### src/verilog/cache_pkg.sv
// shared geometry and types; 4 ways of 64 sets, 16-byte lines, aligned accesses only
package cache_pkg;

    localparam int addr_w     = 32;
    localparam int line_bytes = 16;
    localparam int line_w     = line_bytes * 8;
    localparam int num_sets   = 64;
    localparam int num_ways   = 4;
    localparam int index_w    = 6;
    localparam int offset_w   = 4;
    localparam int tag_w      = addr_w - index_w - offset_w;

    // access size, encoding kept from the processor side
    typedef enum logic [1:0] {
        sz_word = 2'd0,
        sz_byte = 2'd1,
        sz_half = 2'd2
    } size_t;

    typedef enum logic [2:0] {
        st_idle,
        st_lookup,
        st_writeback,
        st_refill,
        st_respond
    } ctrl_state_t;

    typedef struct packed {
        logic [addr_w-1:0] addr;
        logic [addr_w-1:0] wdata;
        size_t             size;
        logic              we;
    } cpu_req_t;

    typedef struct packed {
        logic [addr_w-1:0] addr;   // line aligned
        logic              we;
        logic [line_w-1:0] wline;
    } mem_req_t;

    // controller to ways, one enable bit per way
    typedef struct packed {
        logic [num_ways-1:0] write_en;
        logic [num_ways-1:0] load_en;
        logic [addr_w-1:0]   addr;
        logic [line_w-1:0]   load_line;
        logic [addr_w-1:0]   wdata;
        size_t               size;
    } way_cmd_t;

endpackage

### src/verilog/cache_ctrl.sv
// miss FSM; one access at a time, req only accepted while idle, hit done two cycles after req
`timescale 1ns/100ps

module cache_ctrl import cache_pkg::*; (
    input  logic                clk,
    input  logic                rst,
    input  logic                req,
    input  cpu_req_t            req_data,
    input  logic                hit,
    input  logic [1:0]          hit_way,
    input  logic [31:0]         hit_rdata,
    input  logic [num_ways-1:0] valid_vec,
    input  logic                victim_dirty,
    input  logic [tag_w-1:0]    victim_tag,
    input  logic [line_w-1:0]   victim_line,
    input  logic [1:0]          plru_victim,
    input  logic                mem_ack,
    input  logic [line_w-1:0]   mem_rline,
    output way_cmd_t            cmd,
    output logic                touch,
    output logic [1:0]          touch_way,
    output logic [1:0]          fill_way,
    output logic                mem_req,
    output mem_req_t            mem_cmd,
    output logic                done,
    output logic                busy,
    output logic [31:0]         rdata
);

    ctrl_state_t state;
    cpu_req_t    req_q;
    logic [1:0]  fill_choice;
    logic [1:0]  fill_way_q;
    logic        refill_ack;
    mem_req_t    wb_cmd;
    mem_req_t    rd_cmd;

    // first invalid way wins, else the tree victim
    always_comb begin
        fill_choice = plru_victim;
        for (int i = num_ways - 1; i >= 0; i--) begin
            if (!valid_vec[i]) fill_choice = 2'(i);
        end
    end

    assign fill_way   = (state == st_lookup) ? fill_choice : fill_way_q;
    assign refill_ack = (state == st_refill) && mem_req && mem_ack;

    assign wb_cmd = '{addr: {victim_tag, req_q.addr[offset_w +: index_w], {offset_w{1'b0}}},
                      we: 1'b1, wline: victim_line};
    assign rd_cmd = '{addr: {req_q.addr[addr_w-1:offset_w], {offset_w{1'b0}}},
                      we: 1'b0, wline: '0};

    always_comb begin
        cmd           = '0;
        cmd.addr      = req_q.addr;
        cmd.load_line = mem_rline;
        cmd.wdata     = req_q.wdata;
        cmd.size      = req_q.size;
        if (state == st_lookup && hit && req_q.we) cmd.write_en[hit_way] = 1'b1;
        if (refill_ack) cmd.load_en[fill_way_q] = 1'b1;
    end

    assign touch     = (state == st_lookup && hit) || refill_ack;
    assign touch_way = refill_ack ? fill_way_q : hit_way;
    assign done      = (state == st_respond);
    assign busy      = (state != st_idle);

    always_ff @(posedge clk or negedge rst) begin
        if (!rst) begin
            state   <= st_idle;
            mem_req <= 1'b0;
        end else begin
            case (state)
                st_idle: if (req) state <= st_lookup;
                st_lookup: begin
                    if (hit) begin
                        state <= st_respond;
                    end else begin
                        mem_req <= 1'b1;   // write-back first if the victim is dirty
                        state   <= victim_dirty ? st_writeback : st_refill;
                    end
                end
                st_writeback: begin
                    if (mem_ack) begin
                        mem_req <= 1'b0;
                        state   <= st_refill;
                    end
                end
                st_refill: begin
                    if (!mem_req) begin
                        mem_req <= 1'b1;   // read issued one cycle after write-back
                    end else if (mem_ack) begin
                        mem_req <= 1'b0;
                        state   <= st_lookup;  // retry, now hits
                    end
                end
                st_respond: state <= st_idle;
                default: state <= st_idle;
            endcase
        end
    end

    always_ff @(posedge clk) begin
        if (state == st_idle && req) req_q <= req_data;
        if (state == st_lookup && hit) rdata <= hit_rdata;
        if (state == st_lookup && !hit) begin
            fill_way_q <= fill_choice;
            mem_cmd    <= victim_dirty ? wb_cmd : rd_cmd;
        end
        if (state == st_refill && !mem_req) mem_cmd <= rd_cmd;
    end

endmodule

### config.mk
export PLATFORM = sky130hd
export DESIGN_NAME = cache_ctrl
export DESIGN_NICKNAME = d
export VERILOG_FILES = /design/src/verilog/cache_pkg.sv /design/src/verilog/cache_ctrl.sv
export SDC_FILE = /design/constraint.sdc
export NUM_CORES = 1
export LEC_CHECK = 0
export BUFFER_PORTS_ARGS = -buffer_cell sky130_fd_sc_hd__buf_2
export CAP_MARGIN = 20
export CORE_AREA = 2 2 308 310
export DETAILED_ROUTE_END_ITERATION = 7
export DIE_AREA = 0 0 310 312
export PLACE_DENSITY = 0.36
export SYNTH_ARGS = -nofsm -noshare
export SYNTH_HDL_FRONTEND = slang
export SYNTH_SLANG_ARGS = --single-unit
### constraint.sdc
create_clock -name clk -period 4.9 [get_ports clk]
set_clock_uncertainty 0.05 [all_clocks]
set_input_delay 0.245 -clock clk [delete_from_list [all_inputs] [get_ports clk]]
set_output_delay 0.245 -clock clk [all_outputs]
set_load 0.02 [all_outputs]
==> summary.md <==
| Metric | Value |
|---|---|
| Status | finished, final reports clean |
| Setup ws final | 1.77 ns |
| Area grow syn2layout | 62.0% |
| PD cells | around 520 nW/um^2 |
| GRT Overall Usage | 0.0736 |
| Crit Reg-Reg Endpoint | mem_cmd[148]$_DFFE_PP_ |
| Drt drc | 0 |
| Fin crit period | ~3.1 ns |
| Hold depth | 3 |
| FP Rows | about 110 |
| Actual slew at the worst max-slew pin | around 0.97 ns |
| Final Cell Area | 16,300 sq um |
| Worst Hold End | mem_cmd[139]$_DFFE_PP_ |
| Max Cap Viol | 0 |
| Most common cell after layout, fill and taps aside | buf_2 |
| Post-synth cell types | 35 |
| Mapped Area | ~10,000 sq um |
| Worst slack, placed | roughly 2.3 ns |
| Fin. max-slew vios | 0 |
| Global-route wire length before repair | roughly 53,000 um |
| HP Class | primary input to flip-flop |
| Inserted Clock Buffers | 34 |
| Die height | 312 um |
| CP Capture Type | output pin |
| Most frequent cells in the layout | 533 x buf_2, 255 x dlygate4sd3_1, 129 x edfxtp_1, 129 x dfxtp_1, 128 x a22o_1 |
| H-Tree Depth | 2 |
| Yosys reg bits | between 200 and 300 |
| Synth Area in Compound Gates | 0.137 |
| DP HPWL | ~27,000 um |
| Multi-input logic area | 1880 sq um |
| Die Wd | roughly 310 um |
| Post-DR vias/cell | around 3.1 |
| Post-synthesis simple-gate area fraction | 0.0419 |
| N_diodes | 0 |
| 1st-iter DRT viols | between 400 and 500 |
| RR Startpoint | state[0]$_DFFE_PN0P_ |
| Min-delay src | victim_tag[0] |
| Placed Cells | 2,315 |
| Detailed Route WL | 38,100 um |
| Post-synth top area share | 0.384 |
| Post-synthesis mux area share | 0.00446 |
| DIE AREA | between 90,000 and 100,000 sq um |
| Leak pwr | ~6.9 nW |
| Gr ovfl total | 0 |
| Starting Density | 0.108 |
| RSZ-0062 raised after global routing | false |
| Post-CTS Resized | 0 |
| Area share of fa/ha/maj cells after synthesis | 0 |
| Syn_area_per_cell | 13.3 sq um |
| Fmax | approximately 320 MHz |
| Fin cells | roughly 2,600 |
| Critical path required time | between 4 and 5 ns |
| Sequential area share after synthesis | 0.650 |
| Worst reg-to-reg path cell count | 3 |
| Vias in the first global route | about 8,600 |
| Pin count of the biggest net entering global routing | approximately 100 |
| RePlAce Congestion | 0.743 |
| I/O Buffers | 533 |
| Antenna violations before repair | 3 |
| Cell taking the most area after synthesis | edfxtp_1 |
| Clock transition at path regs | about 0.060 ns |
| Setup violators final | 0 |
| Fin. Hold Viols | 0 |
| Fin nets | approximately 1,700 |
| CTS tree | done |
| Core area | approximately 93,000 sq um |
| WL per Instance | between 10 and 15 um |
| Ranking of synthesized cells by area | edfxtp_1 38%, dfxtp_1 26%, buf_4 15% |
| Tot Pwr | about 8.5 mW |
| Yosys synthesis warning count | 0 |
| Mapped Cells | 758 |
| Crit share post-route | 0.638 |
| Max VDD drop | 0.223 mV |
| Crit path arrival time | about 2.8 ns |
| CTS root buffer | clkbuf_16 |
| Hold-fix buffers at CTS | roughly 260 |
| Largest family of logic cells by synthesized area | buffers and inverters |
| R2R setup slack | 2.48 ns |
| Max Buffers Root-to-Sink | 3 |
| Critical path peak fanout | 35 |
| Vias | between 8,000 and 9,000 |
| Fillers | roughly 10,000 |
| Post-route ant nets | 0 |
| I/O pins | 794 |
| Setup tns final | 0 ns |
| CTS Sinks | around 260 |
| Crit Path Category | flip-flop to output pin |
| Placed cell areas | between 10,000 and 15,000 sq um |
| Slew margin rel. | 0.353 |
| Worst-skew pair later-pin latency | 0.54 ns |
| Router iterations before antenna repair | 4 |
| Startpoint types | flip-flop |
| Layout cells sized above 1 | 0.435 |
| Post-CTS setup repair buffer count | 0 |
| Sequential cell area | between 6000 and 7000 sq um |
| Post-Synth XOR/XNOR Area | 0 |
[flip-flops by register name, summed over array words and instances (netlist names)]
register	flops
cmd	66
mem_cmd	157
req_q	1
fill_way_q	2
rdata	32
state	3
mem_req	1
[cell type report]
type	instances	share of cell area
sequential	262	0.401
multi-input combinational	256	0.115
tap	1254	0.0960
clock buffer	48	0.0584
timing repair buffer	794	0.324
inverter	4	0.000919
clock inverter	12	0.00452
[per-layer routing]
metal,part of all wire,GRT usage
met4,0.033,0.0300
met3,0.12,0.0384
met1,0.38,0.0766
met2,0.48,0.124
met5,0.00079,0
[worst max-delay path, stage by stage, from the launching register on]
cell and delay [ns]:
dfrtp_1 0.55, and4bb_2 0.99, nand2_1 0.23, nor3b_1 0.29
buf_2 0.22
[cells in the mapped netlist]
master,number
a2111oi_0,1
a211oi_1,1
a21o_1,1
a21oi_1,24
a22o_1,128
a31oi_1,1
and2_1,6
and3_1,2
and4_1,1
and4bb_2,2
buf_2,21
buf_4,198
clkbuf_1,20
conb_1,1
dfrtp_1,4
dfxtp_1,129
edfxtp_1,129
inv_1,2
inv_2,2
mux2_2,4
nand2_1,4
nand2b_1,3
nand3_1,24
nand3_2,1
nand3b_1,1
nand4bb_1,1
nor2_1,9
nor2b_1,2
nor3_1,3
nor3b_1,6
nor4_4,1
nor4bb_1,1
o21ai_0,22
or2_2,2
or3_1,1
[report_power, final]
group / total (mW) / switching, mW / internal (mW)
logic: 2.81 / 1.80 / 1.02
registers: 3.33 / 0.312 / 3.02
clock network: 2.35 / 0.990 / 1.36
total: 8.50 / 3.10 / 5.40
[cells by family after synthesis]
family          Yosys count
other cells               1
simple gates             70
mux                       4
flops                   262
compound gates          178
buf+inv                 243
[worst max path at each step]
stage	cells past startpoint	from	endpoint	slack (ns)
3_3_place_gp	4	state[1]$_DFFE_PN0P_	cmd[198]	2.34
4_1_cts	4	state[1]$_DFFE_PN0P_	cmd[198]	1.65
6_report	4	state[1]$_DFFE_PN0P_	cmd[199]	1.77
3_5_place_dp	4	state[1]$_DFFE_PN0P_	cmd[198]	2.30
5_1_grt	4	state[1]$_DFFE_PN0P_	cmd[200]	1.52
2_1_floorplan	3	state[1]$_DFFE_PN0P_	cmd[0]$_DFFE_PP_	0.44
[stage by stage]
stage | hold WS, ns | utilization
2_1_floorplan | -0.101 | -
3_3_place_gp | 0.0212 | 0.137
3_5_place_dp | 0.0214 | 0.137
4_1_cts | 0.0118 | 0.176
5_1_grt | 0.0422 | 0.176
6_report | 0.0710 | 0.176
No activity file was read; power rests on OpenSTA's default activity.
