`src/verilog/cache_pkg.sv`:
```
// shared geometry and types; 4 ways of 64 sets, 16-byte lines, aligned accesses only
package cache_pkg;

    localparam int addr_w     = 32;
    localparam int line_bytes = 16;
    localparam int line_w     = line_bytes * 8;
    localparam int num_sets   = 64;
    localparam int num_ways   = 4;
    localparam int index_w    = 6;
    localparam int offset_w   = 4;
    localparam int tag_w      = addr_w - index_w - offset_w;

    // access size, encoding kept from the processor side
    typedef enum logic [1:0] {
        sz_word = 2'd0,
        sz_byte = 2'd1,
        sz_half = 2'd2
    } size_t;

    typedef enum logic [2:0] {
        st_idle,
        st_lookup,
        st_writeback,
        st_refill,
        st_respond
    } ctrl_state_t;

    typedef struct packed {
        logic [addr_w-1:0] addr;
        logic [addr_w-1:0] wdata;
        size_t             size;
        logic              we;
    } cpu_req_t;

    typedef struct packed {
        logic [addr_w-1:0] addr;   // line aligned
        logic              we;
        logic [line_w-1:0] wline;
    } mem_req_t;

    // controller to ways, one enable bit per way
    typedef struct packed {
        logic [num_ways-1:0] write_en;
        logic [num_ways-1:0] load_en;
        logic [addr_w-1:0]   addr;
        logic [line_w-1:0]   load_line;
        logic [addr_w-1:0]   wdata;
        size_t               size;
    } way_cmd_t;

endpackage

```
`src/verilog/plru_tree.sv`:
```
// tree pseudo-LRU for 4 ways; one touch per cycle, victim is read combinationally
`timescale 1ns/100ps

module plru_tree import cache_pkg::*; (
    input  logic               clk,
    input  logic               rst,
    input  logic [index_w-1:0] index,
    input  logic               touch,
    input  logic [1:0]         touch_way,
    output logic [1:0]         victim
);

    // bit 0 is the root, bit 1 covers ways 0/1, bit 2 covers ways 2/3
    // a set bit points to the right (higher) side
    logic [2:0] tree_bits [num_sets];
    logic [2:0] node;

    assign node = tree_bits[index];

    // walk down from the root
    always_comb begin
        if (node[0]) begin
            victim = {1'b1, node[2]};
        end else begin
            victim = {1'b0, node[1]};
        end
    end

    always_ff @(posedge clk or negedge rst) begin
        if (!rst) begin
            for (int s = 0; s < num_sets; s++) begin
                tree_bits[s] <= '0;
            end
        end else if (touch) begin
            tree_bits[index][0] <= ~touch_way[1];  // root away from touched half
            if (touch_way[1]) begin
                tree_bits[index][2] <= ~touch_way[0];
            end else begin
                tree_bits[index][1] <= ~touch_way[0];
            end
        end
    end

endmodule

```
`config.mk`:
```
export PLATFORM = sky130hd
export DESIGN_NAME = plru_tree
export DESIGN_NICKNAME = d
export VERILOG_FILES = /design/src/verilog/cache_pkg.sv /design/src/verilog/plru_tree.sv
export SDC_FILE = /design/constraint.sdc
export NUM_CORES = 1
export LEC_CHECK = 0
export BUFFER_PORTS_ARGS = -buffer_cell sky130_fd_sc_hd__buf_4
export CAP_MARGIN = 20
export CELL_PAD_IN_SITES_DETAIL_PLACEMENT = 1
export CELL_PAD_IN_SITES_GLOBAL_PLACEMENT = 2
export CORE_MARGIN = 2
export CORE_UTILIZATION = 46
export CTS_BUF_LIST = sky130_fd_sc_hd__clkbuf_8
export DETAILED_ROUTE_END_ITERATION = 6
export GPL_TIMING_DRIVEN = 0
export PLACE_DENSITY_LB_ADDON = 0.05
export SYNTH_ARGS = -nofsm -noshare
export SYNTH_HDL_FRONTEND = slang
export SYNTH_SLANG_ARGS = --single-unit
```
`constraint.sdc`:
```
create_clock -name clk -period 5.3 [get_ports clk]
set_clock_uncertainty 0.15 [all_clocks]
set_input_delay 1.06 -clock clk [delete_from_list [all_inputs] [get_ports clk]]
set_output_delay 1.06 -clock clk [all_outputs]
set_load 0.1 [all_outputs]
```
==> metrics.cfg, run 1 <==
[drt]
drtIter0Drc=787
vias_per_cell=6.65
drt-wirelength-per-cell_microns=29.5
vias=8530
first_pass_iters=5
remaining_drc_errors=0
wirelength_microns=37800
drtAntennaViolNets=0

[power]
p_leak_nw=4.34
power_density_nw_per_um2=306
power_mw=3.15
peakVddDrop_mv=0.188

[worst_setup_path]
crit_top_cell=buf_4
crit_slowest_cell=clkbuf_1
start_kind=primary input
required_ns=4.09
cp.arrival_ns=3.99
crit_type=in2out
crit_chain=buf_4 -> buf_8 -> clkbuf_1 -> buf_2 -> a21oi_1 -> nor2_1 -> o22ai_1 -> nor4_1 -> mux2i_4 -> buf_4
slowest_delay_ns=0.71
cp-end-kind=primary output
cp_max_fo=10

[finish]
area_growth_pct=9.47
nFillCells=2251
stdcell_count=1283
largest_register_ffs=192
fin_nets=1011
largest-register=tree_bits
top_regs=tree_bits: 192 flops
drive_above_1_share=0.110

[synthesis]
synthFlopType=dfrtp_1
ys_ff_latch=192
synthTopCellsByCount=dfrtp_1, o21ai_0, nand2_1
yosys.area.top_type=dfrtp_1
synthArstFlopShare=1.00
avgSynthCellArea_sq_um=9.68
ys.warnings.count=0
synth_area_leaders=dfrtp_1, o21ai_0, o31ai_1
ys_types=53
ys_seq_area_frac=0.512
syn_nets=981
postSynthCellCount=970
synth_top_area_frac=0.512
syn_area_sq_um=9390
synth_edf_count=0

[job]
cap_violations=0

[floorplan]
initial_core_util=0.467
die_h_microns=147
rows=52
core_sq_um=20100
dieArea_sq_um=21600
ios=13
die_w_microns=147

[clock_network]
postCtsSetupRepairBufs=0
cts_resized=0
clock-sinks=192
root_buffer=clkbuf_8
clock_path_buffers=2
path_clk_slew_ns=0.11
numCtsBuffers=17
cts_tree=done
cts_hold_buf=0
clkLatencyLatePin_ns=0.48
htreeDepth=4

[timing]
whs_ns=0.332
rsz0062_at_grt=false
final.period_utilization=0.981
setup_viol=0
hold_viol=0
worst_pin_slew_ns=1.15
drv_slew=0
slew_headroom=0.224
finalCriticalPeriod_ns=5.20
setup_ws_ns=0.0984
fmax_mhz=192

[run_status]
status=finished, final reports clean

[global_routing]
grt_pass1_vias=8691
antenna_found_initial=0
overflow=0
grt_usage=0.359
grt_pass1_wl_microns=56200
grt_start_max_net_pins=75

[worst_hold_path]
min_path_type=in2async

[place]
port_buffers=9
preCtsSetupSlack_ns=0.199
finalWeightedCongestion=0.891
place.detailed.hpwl_microns=25300
placed_cells=1251

stage by stage:
step / utilization / setup TNS [ns] / instance area (sq um)
CTS: 0.511 / 0 / 10300
global placement: 0.489 / 0 / 9830
global route: 0.511 / 0 / 10300
detailed placement: 0.493 / 0 / 9900
floorplan: - / -0.0263 / 9430
finish: 0.511 / 0 / 10300
cell usage in the layout (no fill, tap or decap), types with 8 or more instances in the layout:
cell type / synthesis / routed
nor2_1: 34 / 34
o21ai_0: 192 / 192
mux2_2: 13 / 13
nand2_1: 140 / 140
a221oi_1: 15 / 14
o31ai_1: 105 / 105
clkbuf_1: 65 / 65
mux2i_1: 12 / 11
a21oi_1: 19 / 19
clkbuf_8: 0 / 18
a22oi_1: 30 / 30
dfrtp_1: 192 / 192
buf_2: 18 / 18
nand3_1: 17 / 17
buf_4: 4 / 10
mux4_2: 8 / 8
kinds of logic (layout without fill, tap and decap cells):
kind of cell | count (synthesis) | after routing | synth area share
AO/OA/AOI/OAI | 405 | 405 | 0.273
AND/OR/NAND/NOR | 239 | 239 | 0.113
flip-flops | 192 | 192 | 0.512
buffers and inverters | 97 | 139 | 0.0484
multiplexers | 37 | 37 | 0.0532
other | 0 | 1 | 0
layer usage:
layer	up-vias	wire, microns	GRT usage
met2	392	17200	0.549
met3	110	3110	0.0907
met1	4373	15600	0.481
met4	0	1910	0.170
met5	-	0	0
li1	3655	-	-
critical path: cells and delay by family:
kind | cells | cell delay, ns
and+or+nand+nor | 2 | 0.82
buffers and inverters | 5 | 1.66
AOI/OAI and AO/OA | 2 | 0.27
muxes | 1 | 0.17
power breakdown:
part | internal (mW) | total [mW] | switching, mW | leakage (nW)
combinational | 0.158 | 0.484 | 0.327 | 1.55
clock | 0.394 | 0.986 | 0.592 | 0.189
sequential | 1.60 | 1.68 | 0.0805 | 2.60
cell type report:
| class | instances | area [sq um] | area share |
|---|---|---|---|
| Timing Repair Buffer | 11 | 130 | 0.0127 |
| Clock buffer | 18 | 248 | 0.0241 |
| Multi-Input combinational cell | 681 | 4160 | 0.405 |
| Tap cell | 270 | 338 | 0.0329 |
| Clock inverter | 13 | 130 | 0.0127 |
| Sequential cell | 192 | 4800 | 0.467 |
| Antenna cell | 1 | 2.50 | 0.000243 |
| Inverter | 3 | 11.3 | 0.00110 |
| Buffer | 94 | 458 | 0.0445 |
path summary, 6_finish.rpt:
check,from,endpoint,slack [ns],depth (start not counted)
max in group asynchronous,rst,tree_bits[67],3.90,2
min in group clk,tree_bits[186],tree_bits[186],0.34,1
worst min register to register,tree_bits[186],tree_bits[186],0.34,1
worst min-delay path,rst,tree_bits[83],0.33,1
worst max register to register,tree_bits[175],tree_bits[175],4.37,2
worst max-delay path,index[1],victim[0],0.1,10
Note: power is estimated with default switching activity, not from simulation.
==> inputs of run 2 (changes only) <==
--- a/config.mk
+++ b/config.mk
@@ -9,7 +9,7 @@
 export CAP_MARGIN = 20
 export CELL_PAD_IN_SITES_DETAIL_PLACEMENT = 1
 export CELL_PAD_IN_SITES_GLOBAL_PLACEMENT = 2
-export CORE_MARGIN = 2
+export CORE_MARGIN = 4
 export CORE_UTILIZATION = 46
 export CTS_BUF_LIST = sky130_fd_sc_hd__clkbuf_8
 export DETAILED_ROUTE_END_ITERATION = 6
==> constraint.sdc (replaced) <==
create_clock -name clk -period 6.65 [get_ports clk]
set_clock_uncertainty 0.15 [all_clocks]
set_input_delay 1.33 -clock clk [delete_from_list [all_inputs] [get_ports clk]]
set_output_delay 1.33 -clock clk [all_outputs]
set_load 0.1 [all_outputs]
==> run 2 against run 1 <==
  * Global-route usage fell by 1.4 points
  * Power fell by 21%
  * Via count rose by 1.2%
  * Hold slack improved by 0.0081 ns
  * Utilization fell by 0.46 points
  * Setup slack improved by 0.75 ns
  * First-iteration DRC count rose by 18%
  * Clock power fell by 21%
  * Die area rose by 5.5%
  * Largest power group unchanged
  * Count of clock-buffer cells in the layout rose by 1
  * Register-to-register slack improved by 1.3 ns
==> metrics.cfg, run 2 (synthesis gave the netlist of run 1 again) <==
[run_status]
status=finished, final reports clean

[worst_setup_path]
required_ns=5.17
slowest_delay_ns=0.73
cp.buffers_inverters=5
reg2reg_depth=2
crit_family=buffers and inverters
crit_chain=buf_4 -> buf_6 -> clkbuf_1 -> buf_2 -> a21oi_1 -> nor2_1 -> o22ai_1 -> nor4_1 -> mux2i_2 -> buf_4
crit_slowest_cell=clkbuf_1
cp-end-kind=primary output
cp_max_fo=10
r2r-start=tree_bits[175]
rrSetupSlack_ns=5.70
start_kind=primary input
crit_type=in2out
timing.rr.end=tree_bits[175]
cp.arrival_ns=4.32
crit_top_cell=buf_4

[timing]
slew_headroom=0.232
fmax_mhz=172
whs_ns=0.340
finalSetupTns_ns=0
drv_slew=0
hold_viol=0
worst_pin_slew_ns=1.14
final.period_utilization=0.872
setup_viol=0
finalCriticalPeriod_ns=5.80
rsz0062_at_grt=false

[clock_network]
clkLatencyLatePin_ns=0.50
root_buffer=clkbuf_8
cts_tree=done
numCtsBuffers=17
path_clk_slew_ns=0.11
postCtsSetupRepairBufs=0
cts_hold_buf=0
clock-sinks=192
cts_resized=0
clock_path_buffers=2
htreeDepth=4

[job]
cap_violations=0

[worst_hold_path]
hp-start=tree_bits[179]
min_path_type=reg2reg
worstHoldPathCells=1
holdPathEnd=tree_bits[179]

[drt]
wl_met3_microns=2970
remaining_drc_errors=0
met1_length_microns=15800
wl_met2_microns=17400
vias_per_cell=6.73
drtAntennaViolNets=0
vias=8630
first_pass_iters=5
drt-wirelength-per-cell_microns=29.7
routed.top_layer=met4
drtIter0Drc=928
wirelength_microns=38100

[finish]
top_regs=tree_bits: 192 flops
largest_register_ffs=192
largest-register=tree_bits
drive_above_1_share=0.109
layout.cells.most_common_list=o21ai_0, dfrtp_1, nand2_1, o31ai_1, clkbuf_1
antenna_cells=0
fin_nets=1011
area_growth_pct=8.85

[floorplan]
die_w_microns=151
initial_core_util=0.466
rows=52
core_sq_um=20200
die_h_microns=151
ios=13
dieArea_sq_um=22800

[power]
power_frac_seq=0.536
power_density_nw_per_um2=245
p_clk_frac=0.311
peakVddDrop_mv=0.125
switching_power_mw=0.811
p_int_mw=1.69
p_leak_nw=4.31
combPwrFrac=0.153
p_sw_frac=0.324

[global_routing]
grt_start_max_net_pins=100
overflow=0
antenna_found_initial=0
grt_pass1_vias=8997
grt_usage=0.345
grt_pass1_wl_microns=57300

[place]
finalWeightedCongestion=0.918
place.detailed.hpwl_microns=25800
port_buffers=9

-- run 2: changes by cell type in the layout (fill, tap and decap cells not counted), sizes merged --
| cell | previous run | this run |
|---|---|---|
| inv | 10 | 9 |
| clkbuf | 83 | 84 |
| clkinv | 2 | 4 |
| bufinv | 1 | 0 |
| diode | 1 | 0 |
-- run 2: metrics by stage --
stage	setup slack, ns	utilization	cell area [sq um]	cells	total power [mW]
finish	0.851	0.507	10200	1283	2.50
global route	0.954	0.507	10200	1283	2.59
CTS	0.986	0.507	10200	1283	2.48
detailed placement	0.976	0.488	9840	1251	1.74
global placement	1.07	0.486	9800	1249	1.71
floorplan	0.392	-	9400	970	1.57
-- run 2: metal layers --
layer | vias up | global-route usage
met3 | 116 | 0.0742
met1 | 4460 | 0.465
met4 | 0 | 0.166
li1 | 3643 | -
met2 | 411 | 0.532
met5 | - | 0
-- run 2: worst max-delay path by stage --
stage / start / end / cells past startpoint
2_1_floorplan: index[1] / victim[0] / 10
3_3_place_gp: index[1] / victim[0] / 10
3_5_place_dp: index[1] / victim[0] / 10
4_1_cts: index[1] / victim[0] / 10
5_1_grt: index[1] / victim[0] / 10
6_report: index[1] / victim[0] / 10
-- run 2: final cells by class --
| class | count | area [sq um] |
|---|---|---|
| Timing Repair Buffer | 11 | 110 |
| Inverter | 3 | 11.3 |
| Clock inverter | 13 | 118 |
| Fill cell | 2308 | 9950 |
| Multi-Input combinational cell | 681 | 4140 |
| Tap cell | 270 | 338 |
| Clock buffer | 19 | 262 |
| Sequential cell | 192 | 4800 |
| Buffer | 94 | 443 |
-- run 2: worst register-to-register path, stage by stage, from the launching register on --
cell and delay (ns):
dfrtp_1 0.39, o31ai_1 0.09, o41ai_1 0.17
-- run 2: power by group through the flow --
stage               sequential (mW)  clock, mW  combinational, mW
floorplan                      1.33          0              0.236
global placement               1.35          0              0.356
detailed placement             1.36          0              0.375
CTS                            1.34      0.769              0.377
global route                   1.35      0.822              0.415
finish                         1.34      0.778              0.383
==> inputs of run 3 (changes only) <==
==> constraint.sdc (replaced) <==
create_clock -name clk -period 6.65 [get_ports clk]
set_clock_uncertainty 0.15 [all_clocks]
set_input_delay 0.9975 -clock clk [delete_from_list [all_inputs] [get_ports clk]]
set_output_delay 0.9975 -clock clk [all_outputs]
set_load 0.1 [all_outputs]
==> run 3 against run 2 <==
  * Global-route usage is essentially flat
  * Final area rose by 0.31%
  * Wire length fell by 0.43%
  * Largest cell class unchanged
  * Sequential power barely moved
  * Clock power grew 4.5%
  * Sequential share of layout area fell by 0.14 points
  * Sequential cell count is the same
  * Hold slack got worse by 0.020 ns
  * Non-clock buffer count is 1 higher
==> metrics.cfg, run 3 (synthesis gave the netlist of run 1 again) <==
[run_status]
status=finished, final reports clean

[global_routing]
grt_start_max_net_pins=100
grt_pass1_wl_microns=56800
grt_pass1_vias=9133
overflow=0
grt_usage=0.345
antenna_found_initial=0

[floorplan]
dieArea_sq_um=22800
die_w_microns=151
core_sq_um=20200
die_h_microns=151
ios=13
rows=52
initial_core_util=0.466

[power]
power_density_nw_per_um2=247
p_clk_frac=0.321
p_int_mw=1.73
switching_power_mw=0.806
p_leak_nw=4.33
power_frac_seq=0.529
combPwrFrac=0.150
p_sw_frac=0.318
peakVddDrop_mv=0.127

[place]
placed_cells=1251
placed_cell_area_sq_um=9840
port_buffers=9
place.detailed.hpwl_microns=25800
finalWeightedCongestion=0.937

[finish]
finalInstanceArea_sq_um=10300
largest-register=tree_bits
largest_register_ffs=192
antenna_cells=0
fin_nets=1012
area_growth_pct=9.18
drive_above_1_share=0.108
top_regs=tree_bits: 192 flops
layout.cells.most_common_list=o21ai_0, dfrtp_1, nand2_1, o31ai_1, clkbuf_1
stdcell_count=1284
final_util=0.508

[worst_setup_path]
required_ns=5.50
cp.arrival_ns=3.95
crit_type=in2out
cp_max_fo=10
cp-end-kind=primary output
start_kind=primary input

[timing]
rsz0062_at_grt=false
setup_viol=0
worst_pin_slew_ns=1.00
drv_slew=0
whs_ns=0.320
slew_headroom=0.332
finalCriticalPeriod_ns=5.10
finalSetupTns_ns=0
hold_viol=0
fmax_mhz=196
final.period_utilization=0.767

[drt]
drt-wirelength-per-cell_microns=29.5
wirelength_microns=37900
first_pass_iters=5
remaining_drc_errors=0
vias=8609
vias_per_cell=6.70
drtAntennaViolNets=0
drtIter0Drc=762

[worst_hold_path]
min_path_type=in2async

[job]
cap_violations=0

[clock_network]
htreeDepth=4
postCtsSetupRepairBufs=0
clock_path_buffers=2
clock-sinks=192
cts_resized=0
numCtsBuffers=17
cts_hold_buf=0
cts_tree=done
clkLatencyLatePin_ns=0.49
path_clk_slew_ns=0.11
root_buffer=clkbuf_8

run 3: cell count changes in the layout (fill, tap and decap cells not counted), sizes merged:
cell      previous run  this run
bufinv               0         1
clkbuf              84        85
clkinvlp             3         2
run 3: path summary, 6_finish.rpt:
check	from	endpoint	slack (ns)	cells past startpoint
hold / removal	rst	tree_bits[83]	0.32	1
setup reg to reg	tree_bits[17]	tree_bits[17]	5.67	2
hold reg to reg	tree_bits[179]	tree_bits[179]	0.35	1
min in group clk	tree_bits[179]	tree_bits[179]	0.35	1
max in group asynchronous	rst	tree_bits[39]	5.07	2
setup / recovery	index[0]	victim[0]	1.55	11
run 3: critical path: stages:
cell     delay, ns
buf_4         0.12
buf_6         0.15
nor2b_1       0.68
buf_2         0.51
a22oi_1       0.16
a21oi_1       0.22
o21ai_0       0.14
o21ai_0       0.23
nor4_1        0.09
mux2i_1       0.28
buf_4         0.36
run 3: power by group through the flow:
stage,Clock [mW],Combinational (mW),Sequential (mW)
2_1_floorplan,0,0.235,1.33
3_3_place_gp,0,0.355,1.35
3_5_place_dp,0,0.374,1.36
4_1_cts,0.818,0.375,1.34
5_1_grt,0.871,0.412,1.35
6_report,0.813,0.381,1.34
run 3: area by class of cell:
| class | count | area (sq um) |
|---|---|---|
| well taps | 270 | 338 |
| flip-flops and latches | 192 | 4800 |
| inverters | 3 | 11.3 |
| fillers | 2285 | 9910 |
| multi-input cells | 681 | 4130 |
| repair buffers | 12 | 115 |
| clock inverters | 13 | 148 |
| clock buffers | 19 | 262 |
| plain buffers | 94 | 443 |
run 3: per-layer routing:
metal / wire [microns] / up-vias / track usage
met2: 17300 / 420 / 0.533
met1: 15400 / 4406 / 0.449
met3: 3190 / 138 / 0.0877
met4: 2070 / 0 / 0.183
met5: 0 / - / 0
li1: - / 3645 / -
run 3: per-stage QoR:
stage	setup WS (ns)	total power, mW
floorplan	0.590	1.57
global placement	1.72	1.71
detailed placement	1.77	1.73
CTS	1.74	2.53
global route	1.52	2.63
finish	1.55	2.54
